==> src/hdl/huff_pkg.sv <==
// shared types for the JPEG entropy coder; values assumed in -2047..2047 (size up to 11)
// FIFO_DEPTH must stay a power of two, pointers wrap naturally
package huff_pkg;

    localparam int FIFO_DEPTH = 4;                // input token buffer
    localparam int FIFO_AW    = $clog2(FIFO_DEPTH);
    localparam int PIPE_DEPTH = 4;                // symbol issue to out_valid
    localparam int DRAIN_W    = $clog2(PIPE_DEPTH + 1);

    localparam logic [7:0] EOB_SYMBOL = 8'h00;    // end of block
    localparam logic [7:0] F0_SYMBOL  = 8'hf0;    // 16 zeros

    typedef logic [15:0] token_t;      // run-length prepared input word
    typedef logic [11:0] value_t;      // signed coefficient
    typedef logic [3:0]  size_t;       // size category 0..11
    typedef logic [3:0]  run_t;        // zeros before an AC value
    typedef logic [1:0]  f0_cnt_t;     // pending 16-zero groups
    typedef logic [10:0] literal_t;    // literal, right aligned
    typedef logic [8:0]  tab_addr_t;   // {color, symbol}
    typedef logic [19:0] tab_entry_t;  // {len (0 = 16), code}
    typedef logic [26:0] out_bits_t;   // msb aligned output word
    typedef logic [4:0]  out_len_t;    // bits used in out_bits_t

    typedef logic [FIFO_AW-1:0] fifo_ptr_t;
    typedef logic [FIFO_AW:0]   fifo_cnt_t;   // 0..FIFO_DEPTH
    typedef logic [DRAIN_W-1:0] drain_cnt_t;  // 0..PIPE_DEPTH

    typedef enum logic [1:0] {
        SYM_DC,
        SYM_AC,
        SYM_EOB,
        SYM_F0
    } sym_kind_e;

    typedef enum logic [1:0] {
        ST_IDLE,   // between frames
        ST_RUN,    // decoding tokens
        ST_F0,     // expanding a long zero run
        ST_DRAIN   // last word issued, waiting for pipe to empty
    } seq_state_e;

endpackage

==> src/hdl/code_merger.sv <==
// joins code and literal into one msb aligned word, code length 0 decodes as 16
// code plus literal must fit 27 bits, true for JPEG tables
`timescale 1ns/1ps
module code_merger (
    input  logic                 xclk,
    input  logic                 rst,
    input  logic                 lit_valid,
    input  huff_pkg::tab_entry_t rd_entry,
    input  huff_pkg::literal_t   lit_bits,
    input  huff_pkg::size_t      lit_len,
    output logic                 out_valid,
    output huff_pkg::out_bits_t  out_bits,
    output huff_pkg::out_len_t   out_len
);

    huff_pkg::out_len_t  code_len;    // 1..16
    huff_pkg::out_len_t  total_len;
    huff_pkg::out_bits_t code_al;     // code at the top
    huff_pkg::out_bits_t lit_al;      // literal right below

    assign code_len  = (rd_entry[19:16] == 4'd0) ? 5'd16 : {1'b0, rd_entry[19:16]};
    assign total_len = code_len + {1'b0, lit_len};

    assign code_al = {rd_entry[15:0], 11'd0} << (5'd16 - code_len);
    assign lit_al  = {16'd0, lit_bits} << (5'd27 - total_len);

    always_ff @(posedge xclk) begin
        if (rst) begin
            out_valid <= 1'b0;
        end else begin
            out_valid <= lit_valid;
        end
    end

    always_ff @(posedge xclk) begin
        out_bits <= code_al | lit_al;   // unused low bits are zero
        out_len  <= total_len;
    end

    // table entry and literal meet here; together they must fit the word
    a_len_fits: assert property (@(posedge xclk) disable iff (rst)
        lit_valid |-> (total_len <= 5'd27));

endmodule

==> config.mk <==
export PLATFORM = sky130hd
export DESIGN_NAME = code_merger
export DESIGN_NICKNAME = d
export VERILOG_FILES = /design/src/hdl/huff_pkg.sv /design/src/hdl/code_merger.sv
export SDC_FILE = /design/constraint.sdc
export NUM_CORES = 1
export LEC_CHECK = 0
export BUFFER_PORTS_ARGS = -buffer_cell sky130_fd_sc_hd__buf_4
export CAP_MARGIN = 15
export CORE_MARGIN = 2
export CORE_UTILIZATION = 60
export CTS_BUF_LIST = sky130_fd_sc_hd__clkbuf_8
export CTS_CLUSTER_SIZE = 16
export DETAILED_ROUTE_END_ITERATION = 12
export PLACE_DENSITY = 0.93
export SYNTH_ARGS = -nofsm -noshare
export SYNTH_HDL_FRONTEND = slang
export SYNTH_SLANG_ARGS = --single-unit
==> constraint.sdc <==
create_clock -name xclk -period 9.95 [get_ports xclk]
set_clock_uncertainty 0.2 [all_clocks]
set_input_delay 0.4975 -clock xclk [delete_from_list [all_inputs] [get_ports xclk]]
set_output_delay 0.4975 -clock xclk [all_outputs]
set_load 0.005 [all_outputs]
==> summary.md <==
| Metric | Value |
|---|---|
| Resized cells post-CTS | 0 |
| CTS Buffer Depth | 2 |
| FP Rows | 25 |
| Power Density | around 160 nW/µm² |
| Critical path class | in -> reg |
| Post-synth EDFFs | 0 |
| Commonest non-fill, non-tap cells in the layout | buf_4, dfxtp_1, nand2_1, mux2i_1, a21oi_1 |
| Max Cap Viol | 0 |
| Final net count | 428 |
| Routed vias | approximately 2900 |
| PortBufs | 70 |
| Number of global-route vias before repair | roughly 2600 |
| Num CTS Buffers | 5 |
| Area leader, netlist | dfxtp_1 |
| Number of inserted diodes | 0 |
| TritonRoute pass-1 iters | 6 |
| WP data arrival | ~4.5 ns |
| Ranking of synthesized cells by area | dfxtp_1, mux2i_1, mux4_2 |
| First-pass GRT wire length | 13090 µm |
| Layout cells sized above 1 | 27.01% |
| Cell count after synthesis | 332 |
| WL per Instance | 18.62 µm |
| Final hold vios | 0 |
| Synth Register Bits | 33 |
| CTS Root Cell | clkbuf_8 |
| Synth Net Count | 376 |
| Critical-path maximum fanout | 24 |
| Least-Margin Pin Slew | 1.070 ns |
| Overall routed net length | roughly 8200 µm |
| RSZ-0062 raised after global routing | no |
| Leakage | 0.001464 µW |
| Req. time, crit path | 9.95 ns |
| Die H | approximately 73 µm |
| CTS tree | done |
| Hold wc startpoint | rst |
| # DRC | 0 |
| Crit share post-route | 45.50% |
| Rel. slew slack | approximately 28% |
| Synth-to-layout area growth | 21.34% |
| IO Count | between 70 and 80 |
| Startpoint type of the worst setup path | input port |
| Fmax | 220.9 MHz |
| Yosys warns | 0 |
| Setup WS pre-CTS | 5.249 ns |
| Crit end category | flip-flop |
| Post-layout min period | ~4.5 ns |
| Grt ovf | 0 |
| Final HPWL DP | 6225 µm |
| Tot GR Track Use | 31.73% |
| Final setup fails | 0 |
| Commonest register cell after synthesis | dfxtp_1 |
| Avg Cell Area, Syn | 8.566 µm² |
| H-Tree Depth | 2 |
| Largest net degree at the start of global routing | 29 |
| Clock slew at reported path FFs | 0.06 ns |
| Critical path origin | rd_entry[16] |
| Final ANT Viol Nets | 0 |
| Final core utilization | 74.04% |
| Total Neg Setup Slack | 0 ns |
| Commonest non-fill, non-tap cell in the layout | buf_4 |
| Min-Delay Endpoint | out_valid |
| Power, Total | between 500 and 600 µW |
| Status | completed |
| Die width | 72.85 µm |
| Netlist cell types | 62 |
| Starting Density | 61.02% |
| Cts hold-fix bufs | 0 |
| Synthesized area | 2844 µm² |
| Full die area | 5306 µm² |
| Placeable Area | approximately 4700 µm² |
| Asr flop ratio synth | 0% |
| Worst VDD drop | 0.09223 mV |
| PnR worst setup slack | 5.422 ns |
| Hold Crit Class | in -> reg |
| Gp weighted congestion | 1.031 |
| First-iteration detailed-routing DRC count | 375 |
| Hold path cells | 2 |
| Sequential element share of the synthesized area | 23.23% |
| Clock sink total | 33 |
| Slew Viols, Final | 0 |
| Synth top area share | 23.23% |
| Antenna violations before repair | 0 |
| Post CTS Setup Buffer Count | 0 |
| Via-to-Cell Ratio | 6.692 |
[per-stage QoR]
step / area [µm²] / hold WS (ns) / std cells
final: 3451 / 0.1689 / 439
after CTS: 3451 / 0.1658 / 439
after global routing: 3451 / 0.1622 / 439
after floorplan: 2844 / 0.3691 / 332
after global placement: 3334 / 0.4582 / 431
after detailed placement: 3334 / 0.4579 / 431
[Yosys cell counts, types with 4 or more instances]
cell type and count:
o211ai_1 12, a21oi_1 21, a211oi_1 10, nand2b_1 7, a32oi_1 6, nand2_1 28, clkbuf_1 20, xnor2_1 5
dfxtp_1 33, o221ai_1 4, mux2_2 6, nand3_1 6, mux4_2 11, mux2i_1 27, buf_2 4, inv_1 7
ha_1 5, a22oi_1 6, o21ai_0 11, and3_1 7, and2_1 4, nor2b_1 6, o22ai_1 4, nor2_1 19
xor2_1 4
[per-layer routing]
metal,global-route usage (%),wire (µm),up-vias
met2,55.05,4113,168
met4,13.99,318,0
li1,-,-,1372
met3,4.420,578,41
met1,39.03,3162,1357
met5,0,0,-
[report_power, final]
| part | internal [µW] | switching [µW] | leakage (µW) |
|---|---|---|---|
| combinational | 117 | 139 | 0.00113 |
| clock | 80.5 | 45.4 | 0.0000626 |
| sequential | 161 | 7.02 | 0.000275 |
| total | 359 | 192 | 0.00146 |
[how the worst max path moves through the flow]
| stage | slack, ns | endpoint |
|---|---|---|
| detailed placement | 5.25 | out_bits[12] |
| global placement | 5.39 | out_bits[13] |
| global route | 5.12 | out_bits[13] |
| CTS | 5.52 | out_bits[13] |
| finish | 5.42 | out_bits[13] |
| floorplan | 6.41 | out_bits[8] |
[critical path: stages]
cell      delay (ns)
buf_4           0.19
clkinv_1        0.14
ha_1            0.41
nor3b_2         0.72
nor2_1          0.19
fa_1            0.59
nand3_1         0.14
nand2_1         0.08
xnor2_1         0.14
buf_4           0.22
inv_1           0.21
nor3_2          0.59
o32ai_1         0.19
o21ai_1         0.21
[state kept, by name (all words and copies together), names as in the netlist]
name and flops:
out_bits 27, out_len 5, out_valid 1
[logic make-up after synthesis]
logic type / count (synthesis) / share of synthesized area [%]
xor gates and xnor gates: 9 / 2.771
buffers and inverters: 37 / 5.588
and+or+nand+nor: 102 / 19.49
DFF: 33 / 23.23
adders and majority gates: 6 / 2.904
muxes: 45 / 21.38
AOI/OAI and AO/OA: 100 / 24.64
[final cells by class]
cell class	count	area [µm²]
Clock buffer	6	82.58
Sequential cell	33	660.6
Inverter	9	33.78
Clock inverter	2	33.78
Timing Repair Buffer	73	548.0
Fill cell	377	1210
Tap cell	54	67.56
Multi-Input combinational cell	262	2024
Note: power is estimated with default switching activity, not from simulation.
