===== src/hdl/huff_pkg.sv =====
// shared types for the JPEG entropy coder; values assumed in -2047..2047 (size up to 11)
// FIFO_DEPTH must stay a power of two, pointers wrap naturally
package huff_pkg;

    localparam int FIFO_DEPTH = 4;                // input token buffer
    localparam int FIFO_AW    = $clog2(FIFO_DEPTH);
    localparam int PIPE_DEPTH = 4;                // symbol issue to out_valid
    localparam int DRAIN_W    = $clog2(PIPE_DEPTH + 1);

    localparam logic [7:0] EOB_SYMBOL = 8'h00;    // end of block
    localparam logic [7:0] F0_SYMBOL  = 8'hf0;    // 16 zeros

    typedef logic [15:0] token_t;      // run-length prepared input word
    typedef logic [11:0] value_t;      // signed coefficient
    typedef logic [3:0]  size_t;       // size category 0..11
    typedef logic [3:0]  run_t;        // zeros before an AC value
    typedef logic [1:0]  f0_cnt_t;     // pending 16-zero groups
    typedef logic [10:0] literal_t;    // literal, right aligned
    typedef logic [8:0]  tab_addr_t;   // {color, symbol}
    typedef logic [19:0] tab_entry_t;  // {len (0 = 16), code}
    typedef logic [26:0] out_bits_t;   // msb aligned output word
    typedef logic [4:0]  out_len_t;    // bits used in out_bits_t

    typedef logic [FIFO_AW-1:0] fifo_ptr_t;
    typedef logic [FIFO_AW:0]   fifo_cnt_t;   // 0..FIFO_DEPTH
    typedef logic [DRAIN_W-1:0] drain_cnt_t;  // 0..PIPE_DEPTH

    typedef enum logic [1:0] {
        SYM_DC,
        SYM_AC,
        SYM_EOB,
        SYM_F0
    } sym_kind_e;

    typedef enum logic [1:0] {
        ST_IDLE,   // between frames
        ST_RUN,    // decoding tokens
        ST_F0,     // expanding a long zero run
        ST_DRAIN   // last word issued, waiting for pipe to empty
    } seq_state_e;

endpackage


===== src/hdl/token_fifo.sv =====
// small token buffer, in_ready registered so it drops only when FIFO_DEPTH words wait
// head is shown combinationally and leaves on pop in the same cycle
`timescale 1ns/1ps
module token_fifo (
    input  logic             xclk,
    input  logic             rst,
    input  logic             in_valid,
    input  huff_pkg::token_t in_token,
    input  logic             pop,
    output logic             in_ready,
    output logic             pop_valid,
    output huff_pkg::token_t pop_token
);

    huff_pkg::token_t    mem [huff_pkg::FIFO_DEPTH];  // token storage
    huff_pkg::fifo_ptr_t wr_ptr;
    huff_pkg::fifo_ptr_t rd_ptr;
    huff_pkg::fifo_cnt_t count;
    huff_pkg::fifo_cnt_t count_nxt;
    logic                push;

    assign push      = in_valid && in_ready;   // handshake
    assign pop_valid = (count != '0);
    assign pop_token = mem[rd_ptr];            // head word

    always_comb begin
        count_nxt = count;
        if (push && !pop) count_nxt = count + 1'b1;
        else if (pop && !push) count_nxt = count - 1'b1;
    end

    always_ff @(posedge xclk) begin
        if (rst) begin
            wr_ptr   <= '0;
            rd_ptr   <= '0;
            count    <= '0;
            in_ready <= 1'b0;  // low one cycle after reset
        end else begin
            if (push) wr_ptr <= wr_ptr + 1'b1;  // wraps at depth
            if (pop) rd_ptr <= rd_ptr + 1'b1;
            count    <= count_nxt;
            in_ready <= (count_nxt != huff_pkg::fifo_cnt_t'(huff_pkg::FIFO_DEPTH));
        end
    end

    always_ff @(posedge xclk) begin
        if (push) mem[wr_ptr] <= in_token;
    end

    // sequencer must only pop a word that is there
    a_pop_not_empty: assert property (@(posedge xclk) disable iff (rst) pop |-> pop_valid);

endmodule


===== config.mk =====
export PLATFORM = sky130hd
export DESIGN_NAME = token_fifo
export DESIGN_NICKNAME = d
export VERILOG_FILES = /design/src/hdl/huff_pkg.sv /design/src/hdl/token_fifo.sv
export SDC_FILE = /design/constraint.sdc
export NUM_CORES = 1
export LEC_CHECK = 0
export BUFFER_PORTS_ARGS = -buffer_cell sky130_fd_sc_hd__buf_2
export CAP_MARGIN = 20
export CELL_PAD_IN_SITES_DETAIL_PLACEMENT = 0
export CELL_PAD_IN_SITES_GLOBAL_PLACEMENT = 1
export CORE_MARGIN = 3
export CORE_UTILIZATION = 49
export CTS_CLUSTER_SIZE = 8
export DETAILED_ROUTE_END_ITERATION = 10
export GPL_ROUTABILITY_DRIVEN = 0
export PLACE_DENSITY_LB_ADDON = 0.2
export SYNTH_ARGS = -nofsm -noshare
export SYNTH_HDL_FRONTEND = slang
export SYNTH_SLANG_ARGS = --single-unit

===== constraint.sdc =====
create_clock -name xclk -period 1.8 [get_ports xclk]
set_clock_uncertainty 0.2 [all_clocks]
set_input_delay 0.27 -clock xclk [delete_from_list [all_inputs] [get_ports xclk]]
set_output_delay 0.27 -clock xclk [all_outputs]
set_load 0.02 [all_outputs]

==> Flow_metrics.wiki <==
{| class="wikitable"
! Metric !! Value
|-
| Required time of the critical path || 1330 ps
|-
| Proportion of layout cells with a drive suffix above 1 || 0.379
|-
| CTS root buffer || clkbuf_8
|-
| Distinct cell type count of the synthesized netlist || 24
|-
| Setup repair after global routing missed its margin || yes
|-
| Total half-perimeter wirelength after legalization and detailed placement || 3060 um
|-
| Number of instances in the synthesized netlist || 144
|-
| Kind of end point of the critical path || output pin
|-
| Number of global-route vias before repair || 1,571
|-
| Syn. warnings || 0
|-
| Peak clock frequency supported by timing || 500 MHz
|-
| Die span in x || 82.7 um
|-
| Detailed-route DRC error count || 0
|-
| Final cycle utilization of the critical path || 1.11
|-
| Via Count || roughly 1.5k
|-
| Count of buffering cells on the critical path with inverters included || 2
|-
| Clock latency reported for the late side of the worst-skew pair || ~330 ps
|-
| # port buffers || 37
|-
| Number of top-level pins || 38
|-
| End-of-flow core utilization || 0.660
|-
| Initial Utilization || 0.515
|-
| Category of the most critical setup path || flip-flop to output pin
|-
| Cell area power density || 1020 mW/mm^2
|-
| Number of flip-flops and latches in the synthesized netlist || 74
|-
| Violations in the final reports || negative setup slack
|-
| TritonCTS clock tree || built
|-
| Avg WL per Cell || approximately 17 um
|-
| Slowest Stage Delay on Critical Path || 530 ps
|-
| First-pass detailed-route iteration total || 4
|-
| Critical path cell sequence || buf_8 > mux4_2 > buf_6
|-
| Pin count of the biggest net entering global routing || 17
|-
| Syn Std Cell Area || 0.00289 sq mm
|-
| Max transition margin || 0.766
|-
| Starting DRC count in detailed routing || 56
|-
| Number of buffers created by CTS || 9
|-
| Global route total overflow || 0
|-
| Peak ir drop on the vdd network || 0.665 mV
|-
| Top cell family by delay on the critical path || multiplexers
|-
| Die Footprint || 0.00685 sq mm
|-
| Critical Path Start Type || flip-flop
|-
| Routed vias/inst || 5.24
|-
| Smallest setup slack after layout || -201 ps
|-
| Number of buffers between clock root and the deepest sink || 2
|-
| Post-Place Setup Slack || 82.5 ps
|-
| Hold Fails Final Rpt || 0
|-
| Total leakage power || 1.32 nW
|-
| Detailed Route WL || 4850 um
|-
| Worst-path maximum fanout || 6
|-
| Number of slew-limit violations in the final report || 0
|-
| Synth-to-layout area growth || 28.2%
|-
| Tmin final || 2000 ps
|-
| Number of antenna violations at the first check in global routing || 0
|-
| Clock transition at the registers of the reported paths || 70 ps
|-
| # Post-CTS Setup Buffers || 0
|-
| Average cell area after synthesis || 20.0 sq um
|-
| Filler cell count in the final layout || 399
|-
| Maximum Capacitance Violations || 0
|-
| Total nets after synthesis || 171
|-
| Global router's overall resource usage || 0.165
|-
| Count of standard-cell rows || 27
|-
| Global-route wire length before repair || roughly 7800 um
|-
| Seq/Total Area, Yosys || 0.735
|-
| Worst hold path class || input pin to flip-flop
|-
| Placed Instance Area || between 0.003 and 0.004 sq mm
|-
| Setup violators final || 16
|-
| Count of antenna-violating nets left after detailed routing || 0
|-
| Antenna cell count || 0
|-
| Slew @ Worst Pin || 350 ps
|-
| Sinks on Clock Net || 74
|-
| Placeable Area || ~0.0056 sq mm
|-
| Clock H-tree levels || 3
|-
| Nets || approximately 240
|-
| Worst endpoint data arrival time || between 1500 and 2000 ps
|-
| Status || finished, violations left
|-
| Chip height || roughly 83 um
|-
| Post-Layout Inst Area || 0.00370 sq mm
|-
| Critical Path Slowest Stage Cell || mux4_2
|}
## synth_stat cells
library cell / number / area [sq um]
edfxtp_1: 64 / 1920
mux4_2: 16 / 360
dfxtp_1: 10 / 200
ha_1: 7 / 87.6
and3_1: 5 / 31.3
buf_6: 5 / 56.3
nor2_1: 5 / 18.8
xnor2_1: 5 / 43.8
inv_1: 4 / 15.0
a21oi_1: 3 / 15.0
nand2_1: 3 / 11.3
a211oi_1: 2 / 15.0
a31oi_1: 2 / 12.5
and4b_1: 2 / 20.0
clkbuf_2: 2 / 10.0
a311oi_1: 1 / 8.76
buf_2: 1 / 5.00
nand2_4: 1 / 11.3
nand2b_1: 1 / 6.26
nand3_1: 1 / 5.00
nor2b_1: 1 / 6.26
nor4bb_1: 1 / 10.0
o21ai_0: 1 / 5.00
xor2_1: 1 / 8.76
## cells by family (layout without fill, tap and decap cells)
logic type	Yosys count	count (layout)	share of synthesized area
flip-flops	74	74	0.735
AND/OR/NAND/NOR	20	20	0.0416
multiplexers	16	16	0.125
buffers and inverters	12	82	0.0299
AO/OA/AOI/OAI	9	9	0.0195
adder cells (fa/ha/maj)	7	7	0.0304
XOR/XNOR	6	6	0.0182
## cells in the final DEF, fill, tap and decap left out, drive strengths merged
cell type,Yosys,routed
a211oi,2,2
a21oi,3,3
a311oi,1,1
a31oi,2,2
and3,5,5
and4b,2,2
buf,6,47
bufinv,0,1
clkbuf,2,10
clkinv,0,2
clkinvlp,0,1
dfxtp,10,10
dlygate4sd3,0,16
edfxtp,64,64
ha,7,7
inv,4,5
mux4,16,16
nand2,4,4
nand2b,1,1
nand3,1,1
nor2,5,5
nor2b,1,1
nor4bb,1,1
o21ai,1,1
xnor2,5,5
xor2,1,1
## metal layers
layer	vias to the layer above	part of all wire	routed length, um	GRT usage
li1	701	-	-	-
met3	13	0.042	205	0.0401
met2	38	0.51	2490	0.278
met1	746	0.42	2020	0.192
met4	0	0.028	136	0.0980
met5	-	0	0	0
## worst register-to-register path, stage by stage (launching register included)
cell      delay, ps
dfxtp_2         360
inv_1           100
ha_4            290
and4b_1         190
a311oi_2        230
a21oi_1          70
a21oi_1         150
## per-stage QoR
stage	power (mW)	setup TNS, ps	instances	hold slack, ps
2_1_floorplan	2.35	0	144	169
3_3_place_gp	2.50	0	255	281
3_5_place_dp	2.52	0	255	287
4_1_cts	3.81	-3340	286	13.9
5_1_grt	3.95	-3770	286	37.4
6_report	3.77	-2830	286	41.3
## path summary, 6_finish.rpt
check / end / from / depth (start not counted) / slack, ps
setup / recovery: pop_token[0] / flip-flop / 3 / -200
hold / removal: wr_ptr[1]$_SDFFE_PP0P_ / rst / 2 / 40
setup reg to reg: in_ready$_SDFF_PP0_ / count[1]$_SDFF_PP0_ / 6 / 130
hold reg to reg: wr_ptr[1]$_SDFFE_PP0P_ / wr_ptr[1]$_SDFFE_PP0P_ / 2 / 320
## flip-flops by register name (all words and copies together), names as in the netlist, named ones only
register,cells
mem,64
count,3
in_ready,1
rd_ptr,2
wr_ptr,2
## power breakdown
group          internal, mW  switching (mW)  leakage (nW)
Combinational         0.325           0.297         0.567
Clock                 0.630           0.541        0.0902
Sequential             1.94          0.0389         0.664
Total                  2.90           0.877          1.32
## layout make-up
class | count | area [sq um] | area share
flip-flops and latches | 74 | 2130 | 0.575
multi-input cells | 58 | 696 | 0.188
repair buffers | 63 | 589 | 0.159
clock buffers | 10 | 128 | 0.0345
well taps | 72 | 90.1 | 0.0243
clock inverters | 5 | 55.1 | 0.0149
inverters | 4 | 15.0 | 0.00406
## repair_timing
item	CTS	global route
endpoints found under the setup margin	16	17
gates cloned	0	0
resized for setup	39	3
hold buffers	16	0
endpoints found under the hold margin	64	0
No activity file was read; power rests on OpenSTA's default activity.
