[config.mk]
export PLATFORM = sky130hd
export DESIGN_NAME = magnitude_coder_flat
export DESIGN_NICKNAME = d
export VERILOG_FILES = /design/src/hdl/huff_pkg.sv /design/src/hdl/sym_if.sv /design/src/hdl/magnitude_coder.sv /design/src/flat_wrapper.sv
export SDC_FILE = /design/constraint.sdc
export NUM_CORES = 1
export LEC_CHECK = 0
export ABC_AREA = 1
export BUFFER_PORTS_ARGS = -buffer_cell sky130_fd_sc_hd__buf_2
export CORE_MARGIN = 2
export CORE_UTILIZATION = 41
export CTS_CLUSTER_DIAMETER = 100
export DETAILED_ROUTE_END_ITERATION = 16
export PLACE_DENSITY = 0.7
export SETUP_SLACK_MARGIN = 0.2
export SLEW_MARGIN = 20
export SYNTH_ARGS = -nofsm -noshare
export SYNTH_HDL_FRONTEND = slang
export SYNTH_SLANG_ARGS = --single-unit
[constraint.sdc]
create_clock -name xclk -period 3.2 [get_ports xclk]
set_input_delay 0.16 -clock xclk [delete_from_list [all_inputs] [get_ports xclk]]
set_output_delay 0.16 -clock xclk [all_outputs]
set_load 0.02 [all_outputs]
[src/hdl/huff_pkg.sv]
// shared types for the JPEG entropy coder; values assumed in -2047..2047 (size up to 11)
// FIFO_DEPTH must stay a power of two, pointers wrap naturally
package huff_pkg;

    localparam int FIFO_DEPTH = 4;                // input token buffer
    localparam int FIFO_AW    = $clog2(FIFO_DEPTH);
    localparam int PIPE_DEPTH = 4;                // symbol issue to out_valid
    localparam int DRAIN_W    = $clog2(PIPE_DEPTH + 1);

    localparam logic [7:0] EOB_SYMBOL = 8'h00;    // end of block
    localparam logic [7:0] F0_SYMBOL  = 8'hf0;    // 16 zeros

    typedef logic [15:0] token_t;      // run-length prepared input word
    typedef logic [11:0] value_t;      // signed coefficient
    typedef logic [3:0]  size_t;       // size category 0..11
    typedef logic [3:0]  run_t;        // zeros before an AC value
    typedef logic [1:0]  f0_cnt_t;     // pending 16-zero groups
    typedef logic [10:0] literal_t;    // literal, right aligned
    typedef logic [8:0]  tab_addr_t;   // {color, symbol}
    typedef logic [19:0] tab_entry_t;  // {len (0 = 16), code}
    typedef logic [26:0] out_bits_t;   // msb aligned output word
    typedef logic [4:0]  out_len_t;    // bits used in out_bits_t

    typedef logic [FIFO_AW-1:0] fifo_ptr_t;
    typedef logic [FIFO_AW:0]   fifo_cnt_t;   // 0..FIFO_DEPTH
    typedef logic [DRAIN_W-1:0] drain_cnt_t;  // 0..PIPE_DEPTH

    typedef enum logic [1:0] {
        SYM_DC,
        SYM_AC,
        SYM_EOB,
        SYM_F0
    } sym_kind_e;

    typedef enum logic [1:0] {
        ST_IDLE,   // between frames
        ST_RUN,    // decoding tokens
        ST_F0,     // expanding a long zero run
        ST_DRAIN   // last word issued, waiting for pipe to empty
    } seq_state_e;

endpackage

[src/hdl/sym_if.sv]
// one symbol per cycle from the sequencer to the magnitude coder, no back-pressure
`timescale 1ns/1ps
interface sym_if;

    logic                valid;   // symbol strobe
    huff_pkg::sym_kind_e kind;    // DC / AC / EOB / F0
    logic                color;   // 0 luma, 1 chroma
    huff_pkg::run_t      run;     // zeros before an AC value
    huff_pkg::value_t    value;   // signed value, zero for EOB/F0

    modport src (
        output valid,
        output kind,
        output color,
        output run,
        output value
    );

    modport dst (
        input valid,
        input kind,
        input color,
        input run,
        input value
    );

endinterface

[src/hdl/magnitude_coder.sv]
// size category and literal per JPEG rules, table address as {color, symbol}
// literal follows rd_en by 2 cycles so it meets the table output
`timescale 1ns/1ps
module magnitude_coder (
    input  logic                xclk,
    input  logic                rst,
    sym_if.dst                  sym,
    output logic                rd_en,
    output huff_pkg::tab_addr_t rd_addr,
    output logic                lit_valid,
    output huff_pkg::literal_t  lit_bits,
    output huff_pkg::size_t     lit_len
);

    huff_pkg::value_t   mag;          // absolute value
    huff_pkg::value_t   adj;          // value, or value - 1 when negative
    huff_pkg::size_t    size;
    huff_pkg::literal_t lit_mask;
    logic [7:0]         sym_byte;
    logic               lit_v   [2];  // delay line, valid
    huff_pkg::literal_t lit_b   [3];  // delay line, bits
    huff_pkg::size_t    lit_l   [3];  // delay line, length

    assign mag = sym.value[11] ? 12'(-sym.value) : sym.value;
    assign adj = sym.value[11] ? sym.value - 12'd1 : sym.value;

    always_comb begin
        size = '0;
        for (int i = 0; i < 11; i++) begin
            if (mag[i]) size = huff_pkg::size_t'(i + 1);   // highest set bit
        end
    end

    assign lit_mask = huff_pkg::literal_t'((12'd1 << size) - 12'd1);

    always_comb begin
        case (sym.kind)
            huff_pkg::SYM_DC:  sym_byte = {size, 4'hf};
            huff_pkg::SYM_AC:  sym_byte = {sym.run, size};
            huff_pkg::SYM_EOB: sym_byte = huff_pkg::EOB_SYMBOL;
            default:           sym_byte = huff_pkg::F0_SYMBOL;
        endcase
    end

    always_ff @(posedge xclk) begin
        if (rst) begin
            rd_en    <= 1'b0;
            lit_v[0] <= 1'b0;
            lit_v[1] <= 1'b0;
        end else begin
            rd_en    <= sym.valid;
            lit_v[0] <= rd_en;
            lit_v[1] <= lit_v[0];
        end
    end

    always_ff @(posedge xclk) begin
        rd_addr  <= {sym.color, sym_byte};       // chroma in upper half
        lit_b[0] <= adj[10:0] & lit_mask;        // keep low size bits
        lit_l[0] <= (sym.kind == huff_pkg::SYM_EOB || sym.kind == huff_pkg::SYM_F0) ?
                    4'd0 : size;                 // no literal for EOB/F0
        lit_b[1] <= lit_b[0];
        lit_l[1] <= lit_l[0];
        lit_b[2] <= lit_b[1];
        lit_l[2] <= lit_l[1];
    end

    assign lit_valid = lit_v[1];
    assign lit_bits  = lit_b[2];
    assign lit_len   = lit_l[2];

endmodule

[src/flat_wrapper.sv]
// flat-port wrapper written by rule: the top's interface ports become plain ports
module magnitude_coder_flat 
  (xclk, rst, rd_en, rd_addr, lit_valid, lit_bits, lit_len, sym_valid, sym_kind, sym_color, sym_run, sym_value);
  sym_if sym_i ();
  input  logic xclk;
  input  logic rst;
  output logic rd_en;
  output huff_pkg::tab_addr_t rd_addr;
  output logic lit_valid;
  output huff_pkg::literal_t lit_bits;
  output huff_pkg::size_t lit_len;
  input wire logic [$bits(sym_i.valid)-1:0] sym_valid;
  input wire logic [$bits(sym_i.kind)-1:0] sym_kind;
  input wire logic [$bits(sym_i.color)-1:0] sym_color;
  input wire logic [$bits(sym_i.run)-1:0] sym_run;
  input wire logic [$bits(sym_i.value)-1:0] sym_value;
  assign sym_i.valid = sym_valid;
  assign sym_i.kind = sym_kind;
  assign sym_i.color = sym_color;
  assign sym_i.run = sym_run;
  assign sym_i.value = sym_value;
  magnitude_coder u_core (.xclk(xclk), .rst(rst), .sym(sym_i), .rd_en(rd_en), .rd_addr(rd_addr), .lit_valid(lit_valid), .lit_bits(lit_bits), .lit_len(lit_len));
endmodule
==> impl_metrics.py <==
metrics = {
    "global_route": {
        "grt.total_usage": 0.130,
        "grt_antenna_before_repair": 0,
        "grt_pass1_wl_um": 6200,
        "gr-total-overflow": 0,
        "grt_pass1_vias": 1446,
        "grt_max_degree": 20,
    },
    "power": {
        "power.density_mw_per_mm2": 632,
        "peakVddDrop_v": 0.000201,
        "power.leakage_uw": 0.00140,
        "total_power_uw": 1710,
    },
    "clock_network": {
        "clk_pin_slew_ps": 60,
        "cts_buffers": 9,
        "clk_path_buf_depth": 2,
        "clockRootBuffer": "clkbuf_8",
        "insertion_delay_ps": 320,
        "cts_tree": "yes",
        "h-tree-depth": 3,
        "cts_sinks": 57,
    },
    "floorplanning": {
        "dieArea_mm2": 0.00619,
        "dieHeight_um": 78.7,
        "die_w_um": 78.7,
        "initial_core_util": 0.421,
        "io_pins": 48,
        "core_mm2": 0.00544,
        "num_rows": 27,
    },
    "setup_path": {
        "slowest_delay_ps": 270,
        "path_max_fanout": 6,
        "cp_top_family": "simple AND/OR/NAND/NOR gates",
        "crit_cells": 19,
        "crit_top_cell": "nand2_1",
        "endpoint_kind": "flop",
        "path_cells": "buf_2 > inv_1 > ha_1 > nand2_2 > nand2_2 > o21ai_1 > nand2_1 > nand2_1 > inv_1 > nand2_1 > nand2_1 > nand2_1 > nand2_1 > nand2_1 > nand3_1 > ha_1 > nand2_1 > nor3_1 > nor2_1",
        "path_buf_inv": 3,
        "crit_arrival_ps": 2340,
        "cp_data_required_time_ps": 3410,
        "critical_path_class": "input port to flop",
        "start_kind": "input port",
        "reg2regPathDepth": 2,
        "crit_slowest_cell": "ha_1",
    },
    "logic_synthesis": {
        "synth_nets": 296,
        "synth_area_mm2": 0.00229,
        "avgSynthCellArea_um2": 8.41,
        "ys_seq_area_frac": 0.499,
        "synthCells": 272,
        "ys_types": 30,
        "yosys_register_bits": 57,
        "yosysWarnings": 0,
    },
    "placed_design": {
        "dp_worst_setup_slack_ps": 739,
        "port_buffers": 47,
        "dp_hpwl_um": 2920,
        "place_congestion": 0.878,
    },
    "layout": {
        "final_cell_mix": "57 x nand2_1, 57 x dfxtp_1, 47 x buf_2, 31 x nor2_1, 29 x inv_1",
        "antennaDiodeCount": 0,
        "syn_to_final_growth_pct": 18.2,
        "drive_gt1_frac": 0.294,
        "n_fill_cell": 515,
        "fin_util": 0.497,
        "layout.nets": 337,
    },
    "route": {
        "vias": 1679,
        "wl_per_cell_um": 9.62,
        "drtAntennaViolNets": 0,
        "wirelength_um": 3730,
        "first_pass_iters": 4,
        "drt-initial-drc-count": 54,
        "drc": 0,
        "viasPerCell": 4.33,
    },
    "timing": {
        "finClkSkew_ps": 5.70,
        "setup_ws_ps": 1060,
        "tns_ps": 0,
        "finalCriticalPeriod_ps": 2140,
        "rsz0062_at_grt": "false",
        "worst_pin_slew_ps": 363,
        "maxSlewViolCount": 0,
        "holdWs_ps": 20.0,
        "setup_viol": 0,
        "timing.fmax_mhz": 468,
        "hold_violations": 0,
        "relSlewSlack": 0.756,
        "fin_crit_sh": 0.668,
    },
    "min_path": {
        "hp-class": "input port to flop",
        "whs_path_depth": 2,
    },
    "flow_run": {
        "cap_violations": 0,
    },
    "run_status": {
        "outcome": "complete, no violations",
    },
}
Yosys cell counts:
| library cell | number | share of area |
|---|---|---|
| nand3b_2 | 1 | 0.0049 |
| dfxtp_1 | 57 | 0.50 |
| nor3b_1 | 1 | 0.0033 |
| buf_6 | 1 | 0.0049 |
| nand4_1 | 5 | 0.014 |
| xnor2_1 | 2 | 0.0077 |
| buf_4 | 16 | 0.053 |
| o211ai_1 | 1 | 0.0033 |
| nor2_1 | 31 | 0.051 |
| a21oi_1 | 5 | 0.011 |
| nand3b_1 | 2 | 0.0066 |
| buf_2 | 1 | 0.0022 |
| o21ai_2 | 1 | 0.0038 |
| nand3_2 | 2 | 0.0088 |
| clkinv_1 | 1 | 0.0016 |
| ha_1 | 2 | 0.011 |
| inv_1 | 29 | 0.048 |
| nor2_2 | 2 | 0.0055 |
| xor2_1 | 7 | 0.027 |
| nor2_4 | 6 | 0.030 |
| o21bai_2 | 1 | 0.0049 |
| nand2_4 | 2 | 0.0098 |
| nand3_1 | 12 | 0.026 |
| nor2_8 | 1 | 0.0088 |
| nand2_2 | 13 | 0.036 |
| nand2_1 | 57 | 0.094 |
| inv_2 | 3 | 0.0049 |
| nor3_1 | 6 | 0.013 |
| o21ai_0 | 1 | 0.0022 |
| o21ai_1 | 3 | 0.0066 |
kinds of logic (layout without fill, tap and decap cells):
| kind of cell | after synthesis | after routing | synth area share |
|---|---|---|---|
| compound gates | 12 | 12 | 0.0317 |
| flops | 57 | 57 | 0.499 |
| buf+inv | 51 | 95 | 0.114 |
| xor+xnor | 9 | 9 | 0.0345 |
| fa+ha+maj | 2 | 2 | 0.0109 |
| simple gates | 141 | 141 | 0.310 |
per-stage QoR:
step	std cells	instance area, um2
2_1_floorplan	272	2290
3_3_place_gp	373	2480
3_5_place_dp	373	2480
4_1_cts	388	2700
5_1_grt	388	2700
6_report	388	2700
sequential cells by signal (all words and copies together) (netlist names):
register        flops
u_core.rd_addr      9
u_core.lit_b       33
u_core.lit_v        2
u_core.lit_l       12
u_core.rd_en        1
path summary, 6_finish.rpt:
check | slack [ps] | start | end
hold reg to reg | 320 | u_core.lit_b[0][5] | u_core.lit_b[0][16]
setup / recovery | 1060 | sym_value[0] | u_core.lit_b[0][4]
hold / removal | 20 | rst | u_core.rd_en
setup reg to reg | 2710 | u_core.rd_en | u_core.lit_v[0][0]
worst register-to-register path, stage by stage (launching register included):
cell and delay (ps):
dfxtp_1 320, inv_1 40, nor2_1 60
where the power goes:
part	internal (uW)	total [uW]	switching (uW)
Sequential	771	783	11.5
Combinational	70.6	212	141
Clock	470	714	244
layout make-up:
type	count	area [um2]	area share
Tap cell	72	90.1	0.0333
Sequential cell	57	1140	0.422
Multi-Input combinational cell	164	886	0.328
Clock inverter	3	65.1	0.0241
Timing Repair Buffer	48	245	0.0907
Inverter	33	124	0.0458
Clock buffer	11	151	0.0560
per-layer routing:
layer | GRT usage | wire length [um] | vias up
li1 | - | - | 904
met2 | 0.203 | 1790 | 42
met3 | 0.0386 | 205 | 5
met1 | 0.155 | 1660 | 728
met4 | 0.0842 | 71 | 0
met5 | 0 | 0 | -
timing repair:
item	CTS	global route
hold buffers	1	0
gates resized for setup	0	0
buffers inserted	0	0
hold endpoints to repair	1	0
Power figures use the tool's default switching activity.
