### src/hdl/huff_pkg.sv
// shared types for the JPEG entropy coder; values assumed in -2047..2047 (size up to 11)
// FIFO_DEPTH must stay a power of two, pointers wrap naturally
package huff_pkg;

    localparam int FIFO_DEPTH = 4;                // input token buffer
    localparam int FIFO_AW    = $clog2(FIFO_DEPTH);
    localparam int PIPE_DEPTH = 4;                // symbol issue to out_valid
    localparam int DRAIN_W    = $clog2(PIPE_DEPTH + 1);

    localparam logic [7:0] EOB_SYMBOL = 8'h00;    // end of block
    localparam logic [7:0] F0_SYMBOL  = 8'hf0;    // 16 zeros

    typedef logic [15:0] token_t;      // run-length prepared input word
    typedef logic [11:0] value_t;      // signed coefficient
    typedef logic [3:0]  size_t;       // size category 0..11
    typedef logic [3:0]  run_t;        // zeros before an AC value
    typedef logic [1:0]  f0_cnt_t;     // pending 16-zero groups
    typedef logic [10:0] literal_t;    // literal, right aligned
    typedef logic [8:0]  tab_addr_t;   // {color, symbol}
    typedef logic [19:0] tab_entry_t;  // {len (0 = 16), code}
    typedef logic [26:0] out_bits_t;   // msb aligned output word
    typedef logic [4:0]  out_len_t;    // bits used in out_bits_t

    typedef logic [FIFO_AW-1:0] fifo_ptr_t;
    typedef logic [FIFO_AW:0]   fifo_cnt_t;   // 0..FIFO_DEPTH
    typedef logic [DRAIN_W-1:0] drain_cnt_t;  // 0..PIPE_DEPTH

    typedef enum logic [1:0] {
        SYM_DC,
        SYM_AC,
        SYM_EOB,
        SYM_F0
    } sym_kind_e;

    typedef enum logic [1:0] {
        ST_IDLE,   // between frames
        ST_RUN,    // decoding tokens
        ST_F0,     // expanding a long zero run
        ST_DRAIN   // last word issued, waiting for pipe to empty
    } seq_state_e;

endpackage

### src/hdl/zero_run_counter.sv
// counts the 16-zero groups of one zero run down to zero, one per take
`timescale 1ns/1ps
module zero_run_counter (
    input  logic              xclk,
    input  logic              rst,
    input  logic              f0_load,
    input  huff_pkg::f0_cnt_t f0_init,
    input  logic              f0_take,
    output huff_pkg::f0_cnt_t f0_pending
);

    huff_pkg::f0_cnt_t cnt;

    assign f0_pending = cnt;

    always_ff @(posedge xclk) begin
        if (rst) begin
            cnt <= '0;
        end else if (f0_load) begin
            cnt <= f0_init;           // bits 5:4 of the run
        end else if (f0_take && cnt != '0) begin
            cnt <= cnt - 1'b1;        // one F0 code sent
        end
    end

    // a load lands only outside an F0 expansion
    a_load_take: assert property (@(posedge xclk) disable iff (rst)
        !(f0_load && f0_take));

endmodule

### config.mk
export PLATFORM = sky130hd
export DESIGN_NAME = zero_run_counter
export DESIGN_NICKNAME = d
export VERILOG_FILES = /design/src/hdl/huff_pkg.sv /design/src/hdl/zero_run_counter.sv
export SDC_FILE = /design/constraint.sdc
export NUM_CORES = 1
export LEC_CHECK = 0
export BUFFER_PORTS_ARGS = -buffer_cell sky130_fd_sc_hd__buf_2
export CAP_MARGIN = 20
export CELL_PAD_IN_SITES_DETAIL_PLACEMENT = 2
export CELL_PAD_IN_SITES_GLOBAL_PLACEMENT = 2
export CORE_AREA = 4 4 41 43
export DETAILED_ROUTE_END_ITERATION = 10
export DIE_AREA = 0 0 45 47
export PLACE_DENSITY = 0.44
export SETUP_SLACK_MARGIN = 0.1
export SYNTH_ARGS = -nofsm -noshare
export SYNTH_HDL_FRONTEND = slang
export SYNTH_SLANG_ARGS = --single-unit
### constraint.sdc
create_clock -name xclk -period 1.44 [get_ports xclk]
set_clock_uncertainty 0.1 [all_clocks]
set_input_delay 0.072 -clock xclk [delete_from_list [all_inputs] [get_ports xclk]]
set_output_delay 0.072 -clock xclk [all_outputs]
set_load 0.02 [all_outputs]
==> flow_metrics.tcl, run 1 <==
set metrics [dict create \
    numCtsBuffers 3 \
    n_fill_cell 158 \
    cp.required_ns 1.48 \
    n_antenna_cell 0 \
    first_pass_iters 2 \
    wl_met3_um 55 \
    violations "negative hold slack" \
    setup_viol 0 \
    status "complete, but fails checks" \
    core.rowCount 13 \
    vias 146 \
    maxCapViolations 0 \
    initial_utilization_pct 9.71 \
    vdd_drop_max_uv 293 \
    critPathMaxStageDelay_ns 0.34 \
    wl_met1_um 156 \
    routed.top_layer "met3" \
    cp-end-kind "flip-flop" \
    grt_pass1_wl_um 669 \
    drv_slew 0 \
    overflow 0 \
    synth_area_sq_um 126 \
    die_y_um 47 \
    clk_path_buf_depth 2 \
    gp_congestion 0.562 \
    crit_path_start_kind "flip-flop" \
    io_pins 8 \
    startpoint "f0_pending[0]" \
    fin_ws_ns 0.217 \
    track_usage_pct 5.04 \
    dr_wl_met2_um 162 \
    finalCritPeriodShare_pct 85.0 \
    cts_tree "yes" \
    syn_inst 14 \
    portBuffers 7 \
    rsz0062_at_grt "false" \
    ys_types 11 \
    largest_register_ffs 2 \
    critPathCapture "f0_pending[0]" \
    core_area_sq_mm 0.00130 \
    routed_wl_um 374 \
    r2r_slack_ns 0.22 \
    max_freq_ghz 0.817 \
    cp.arrival_ns 1.26 \
    cts_sinks 2 \
    htree_levels 1 \
    power.density_mw_per_mm2 1070 \
    wl_per_cell_um 9.12 \
    min_period_ns 1.22 \
    synthToLayoutAreaGrowth_pct 78.2 \
    final_common_cell "buf_2" \
    hold_viol 1 \
    relSlewSlack_pct 88.3 \
    cp_slowest_cell "dfxtp_2" \
    hold-worst-slack_ns -0.00146 \
    critPathMaxFanout 3 \
    clk-insertion-delay-late_ns 0.22 \
    reg2reg_from "f0_pending[0]" \
    postCtsSetupBuffers 0 \
    p_leak_nw 0.104 \
    dieArea_sq_mm 0.00212 \
    ys_warn_count 0 \
    crit_chain "inv_1, ha_1, nor2b_4, xnor2_1, a211oi_2" \
    syn-num-nets 21 \
    antenna_left 0 \
    grt_antenna_before_repair 0 \
    ys_seq_elements 2 \
    tightest_slew_ns 0.175 \
    tns_ns 0 \
    r2r_end "f0_pending[0]" \
    drt_iter0_markers 2 \
    fin_nets 35 \
    drive_gt1_share_pct 53.8 \
    ys_seq_area_share_pct 31.7 \
    grt_max_degree 4 \
    drc 0 \
    post-place-ws_ns 0.163 \
    grt_pass1_vias 172 \
    worstRegToRegCells 5 \
    clkTransAtPathRegs_ns 0.03 \
    holdCritPathClass "in2reg" \
    synth.avg_cell_area_sq_um 9.03 \
    final_cell_mix "buf_2 (7), inv_1 (3), clkbuf_4 (3), dfxtp_2 (2), dlygate4sd3_1 (2)" \
    die-width_um 45 \
    path_class "reg2reg" \
    vias_per_cell 3.56 \
    cts-root-buf "clkbuf_4" \
]
-- metal layers --
layer,up-vias,track usage (%)
met5,-,0
met2,10,6.21
met1,66,5.19
met4,0,3.51
met3,0,4.98
li1,70,-
-- synth_stat cells --
cell type  number  share of area, %
a21oi_1         1               4.0
xnor2_1         1               6.9
ha_1            1               9.9
o211ai_1        1               5.9
nand2_1         1               3.0
nand3b_1        1               5.9
nor2b_4         1                11
dfxtp_1         2                32
inv_1           3               8.9
a211oi_2        1               9.9
nor2_1          1               3.0
-- power breakdown --
group          internal, W  switching (W)  leakage [nW]
Sequential       0.0000616     0.00000450        0.0172
Clock            0.0000919      0.0000315        0.0138
Combinational    0.0000269      0.0000253        0.0729
-- kinds of logic (layout without fill, tap and decap cells) --
| kind of cell | Yosys count | in the layout | synth area share, % |
|---|---|---|---|
| buffers and inverters | 3 | 15 | 8.91 |
| adder cells (fa/ha/maj) | 1 | 1 | 9.90 |
| AO/OA/AOI/OAI | 3 | 3 | 19.8 |
| AND/OR/NAND/NOR | 4 | 4 | 22.8 |
| XOR/XNOR | 1 | 1 | 6.93 |
| flip-flops | 2 | 2 | 31.7 |
-- area by class of cell --
class                      count  area [sq um]  area share [%]
multi-input combinational      9          75.1            33.3
clock buffer                   3          22.5            10.0
sequential                     2          42.5            18.9
inverter                       3          11.3            5.00
tap                           15          18.8            8.33
timing repair buffer           9          55.1            24.4
-- worst min-delay path by stage --
stage | start | end | slack [ns] | cells after the start
6_report | f0_load | f0_pending[1] | -0.001 | 3
5_1_grt | f0_load | f0_pending[1] | 0.009 | 3
4_1_cts | f0_load | f0_pending[1] | 0.005 | 3
3_5_place_dp | rst | f0_pending[0] | 0.15 | 2
3_3_place_gp | rst | f0_pending[0] | 0.15 | 2
2_1_floorplan | rst | f0_pending[0] | 0.04 | 1
-- worst max-delay path: cells and delay by family (launching register included) --
family,cells,cell delay (ns)
compound gates,1,0.20
flops,1,0.34
simple gates,1,0.13
buf+inv,1,0.05
fa+ha+maj,1,0.23
xor+xnor,1,0.08
-- per-stage QoR --
step / hold slack (ns) / util [%] / instance area (sq um) / cells / total power, W
global placement: 0.150 / 13.8 / 180 / 36 / 0.000112
finish: -0.00146 / 17.3 / 225 / 41 / 0.000242
detailed placement: 0.153 / 13.8 / 180 / 36 / 0.000115
global route: 0.00865 / 17.3 / 225 / 41 / 0.000270
floorplan: 0.0366 / - / 126 / 14 / 0.0000968
CTS: 0.00540 / 17.1 / 223 / 41 / 0.000251
-- what timing repair did --
item,CTS,global route
gates resized for setup,0,2
endpoints found under the hold margin,2,0
hold buffers,2,0
setup endpoints to repair,0,2
Power figures use the tool's default switching activity.
==> run 2: changes to the inputs <==
- clock period: 1.44 -> 1.3 ns (I/O delays scaled with it)
==> run 2 against run 1 <==
Effect of this change:
- the flow now finishes without violations
- combinational power increased by 46%
- via count increased by 7.5%
- die area unchanged
- clock power increased by 21%
- utilization increased by 3.6 points
- cell count increased by 7.3%
- flip-flop and latch count unchanged
- critical path type unchanged
==> flow_metrics.tcl, run 2 (synthesis gave the netlist of run 1 again) <==
set metrics [dict create \
    tightest_slew_ns 0.159 \
    maxCapViolations 0 \
    routed_wl_um 399 \
    relSlewSlack_pct 89.4 \
    tns_ns 0 \
    clk_path_buf_depth 2 \
    drive_gt1_share_pct 62.1 \
    n_fill_cell 159 \
    track_usage_pct 5.12 \
    final_common_cell "buf_2" \
    gp_congestion 0.583 \
    overflow 0 \
    grt_antenna_before_repair 0 \
    synthToLayoutAreaGrowth_pct 115 \
    finalCritPeriodShare_pct 86.9 \
    grt_pass1_vias 179 \
    holdCritPathClass "in2reg" \
    drv_slew 0 \
    dieArea_sq_mm 0.00212 \
    vias 157 \
    initial_utilization_pct 9.71 \
    hold_viol 0 \
    first_pass_iters 1 \
    cts_sinks 2 \
    n_antenna_cell 0 \
    power.density_mw_per_mm2 1100 \
    clkTransAtPathRegs_ns 0.03 \
    vias_per_cell 3.57 \
    cts-root-buf "clkbuf_4" \
    antenna_left 0 \
    crit_path_start_kind "flip-flop" \
    portBuffers 7 \
    status "complete, no violations" \
    io_pins 8 \
    max_freq_ghz 0.885 \
    fin_nets 37 \
    rsz0062_at_grt "true" \
    cts_tree "yes" \
    core.rowCount 13 \
    core_area_sq_mm 0.00130 \
    die_y_um 47 \
    vdd_drop_max_uv 346 \
    clk-insertion-delay-late_ns 0.23 \
    p_leak_nw 0.120 \
    cp.arrival_ns 1.17 \
    drt_iter0_markers 0 \
    min_period_ns 1.13 \
    setup_viol 0 \
    wl_per_cell_um 9.07 \
    path_class "reg2reg" \
    cp-end-kind "flip-flop" \
    numCtsBuffers 3 \
    cp.required_ns 1.34 \
    largest_register_ffs 2 \
    final_core_util_pct 20.9 \
    htree_levels 1 \
    die-width_um 45 \
    grt_pass1_wl_um 683 \
    grt_max_degree 4 \
    critPathMaxFanout 3 \
    final_cell_mix "buf_2 (7), clkbuf_4 (3), dlygate4sd3_1 (3), inv_1 (2)" \
    drc 0 \
]
==> run 2: cell types whose count changed in the layout (fill, tap and decap cells not counted), sizes merged <==
cell	previous run	this run
dlygate4sd3	2	3
clkbuf	3	4
buf	7	8
==> run 2: per-layer routing <==
| layer | vias to the layer above | global-route usage [%] | share of wire, % |
|---|---|---|---|
| li1 | 76 | - | - |
| met1 | 73 | 4.28 | 41 |
| met2 | 8 | 7.91 | 44 |
| met3 | 0 | 4.60 | 15 |
| met4 | 0 | 3.51 | 0 |
| met5 | - | 0 | 0 |
==> run 2: path summary, 6_finish.rpt <==
check | startpoint | to | slack [ns] | cells after the start
min | f0_init[0] | f0_pending[0] | 0.03 | 3
min reg2reg | f0_pending[0] | f0_pending[0] | 0.48 | 2
max reg2reg | f0_pending[0] | f0_pending[0] | 0.17 | 5
max | f0_pending[0] | f0_pending[0] | 0.17 | 5
==> run 2: critical path: stages (launching register included) <==
cell and delay, ns:
dfxtp_4 0.36, inv_4 0.04, ha_4 0.15, nor2b_4 0.13
xnor2_2 0.08, a211oi_2 0.17
==> run 2: area by class of cell <==
type                       count  area, sq um  share of cell area [%]
multi-input combinational      9         95.1                    35.0
inverter                       3         13.8                    5.07
timing repair buffer          11         72.6                    26.7
tap                           15         18.8                    6.91
sequential                     2         45.0                    16.6
clock buffer                   4         26.3                    9.68
==> run 2: report_power, final <==
group / switching, W / total (W) / internal [W]
registers: 0.00000632 / 0.0000740 / 0.0000677
logic: 0.0000334 / 0.0000762 / 0.0000428
clock network: 0.0000350 / 0.000149 / 0.000114
==> run 2: metrics by stage <==
stage          worst slack [ns]  hold slack (ns)  cell area (sq um)  instances  total power [W]
2_1_floorplan             0.101           0.0204                131         14         0.000108
3_3_place_gp             0.0926            0.141                185         36         0.000126
3_5_place_dp             0.0698            0.142                185         36         0.000128
4_1_cts                   0.105           0.0325                244         43         0.000294
5_1_grt                  0.0949           0.0582                272         44         0.000326
6_report                  0.170           0.0346                272         44         0.000299
==> run 2: repair_timing <==
action,CTS,global route
hold buffers,3,0
hold endpoints to repair,2,0
buffers inserted,0,1
resized for setup,1,4
endpoints found under the setup margin,2,2
pin swaps,1,3
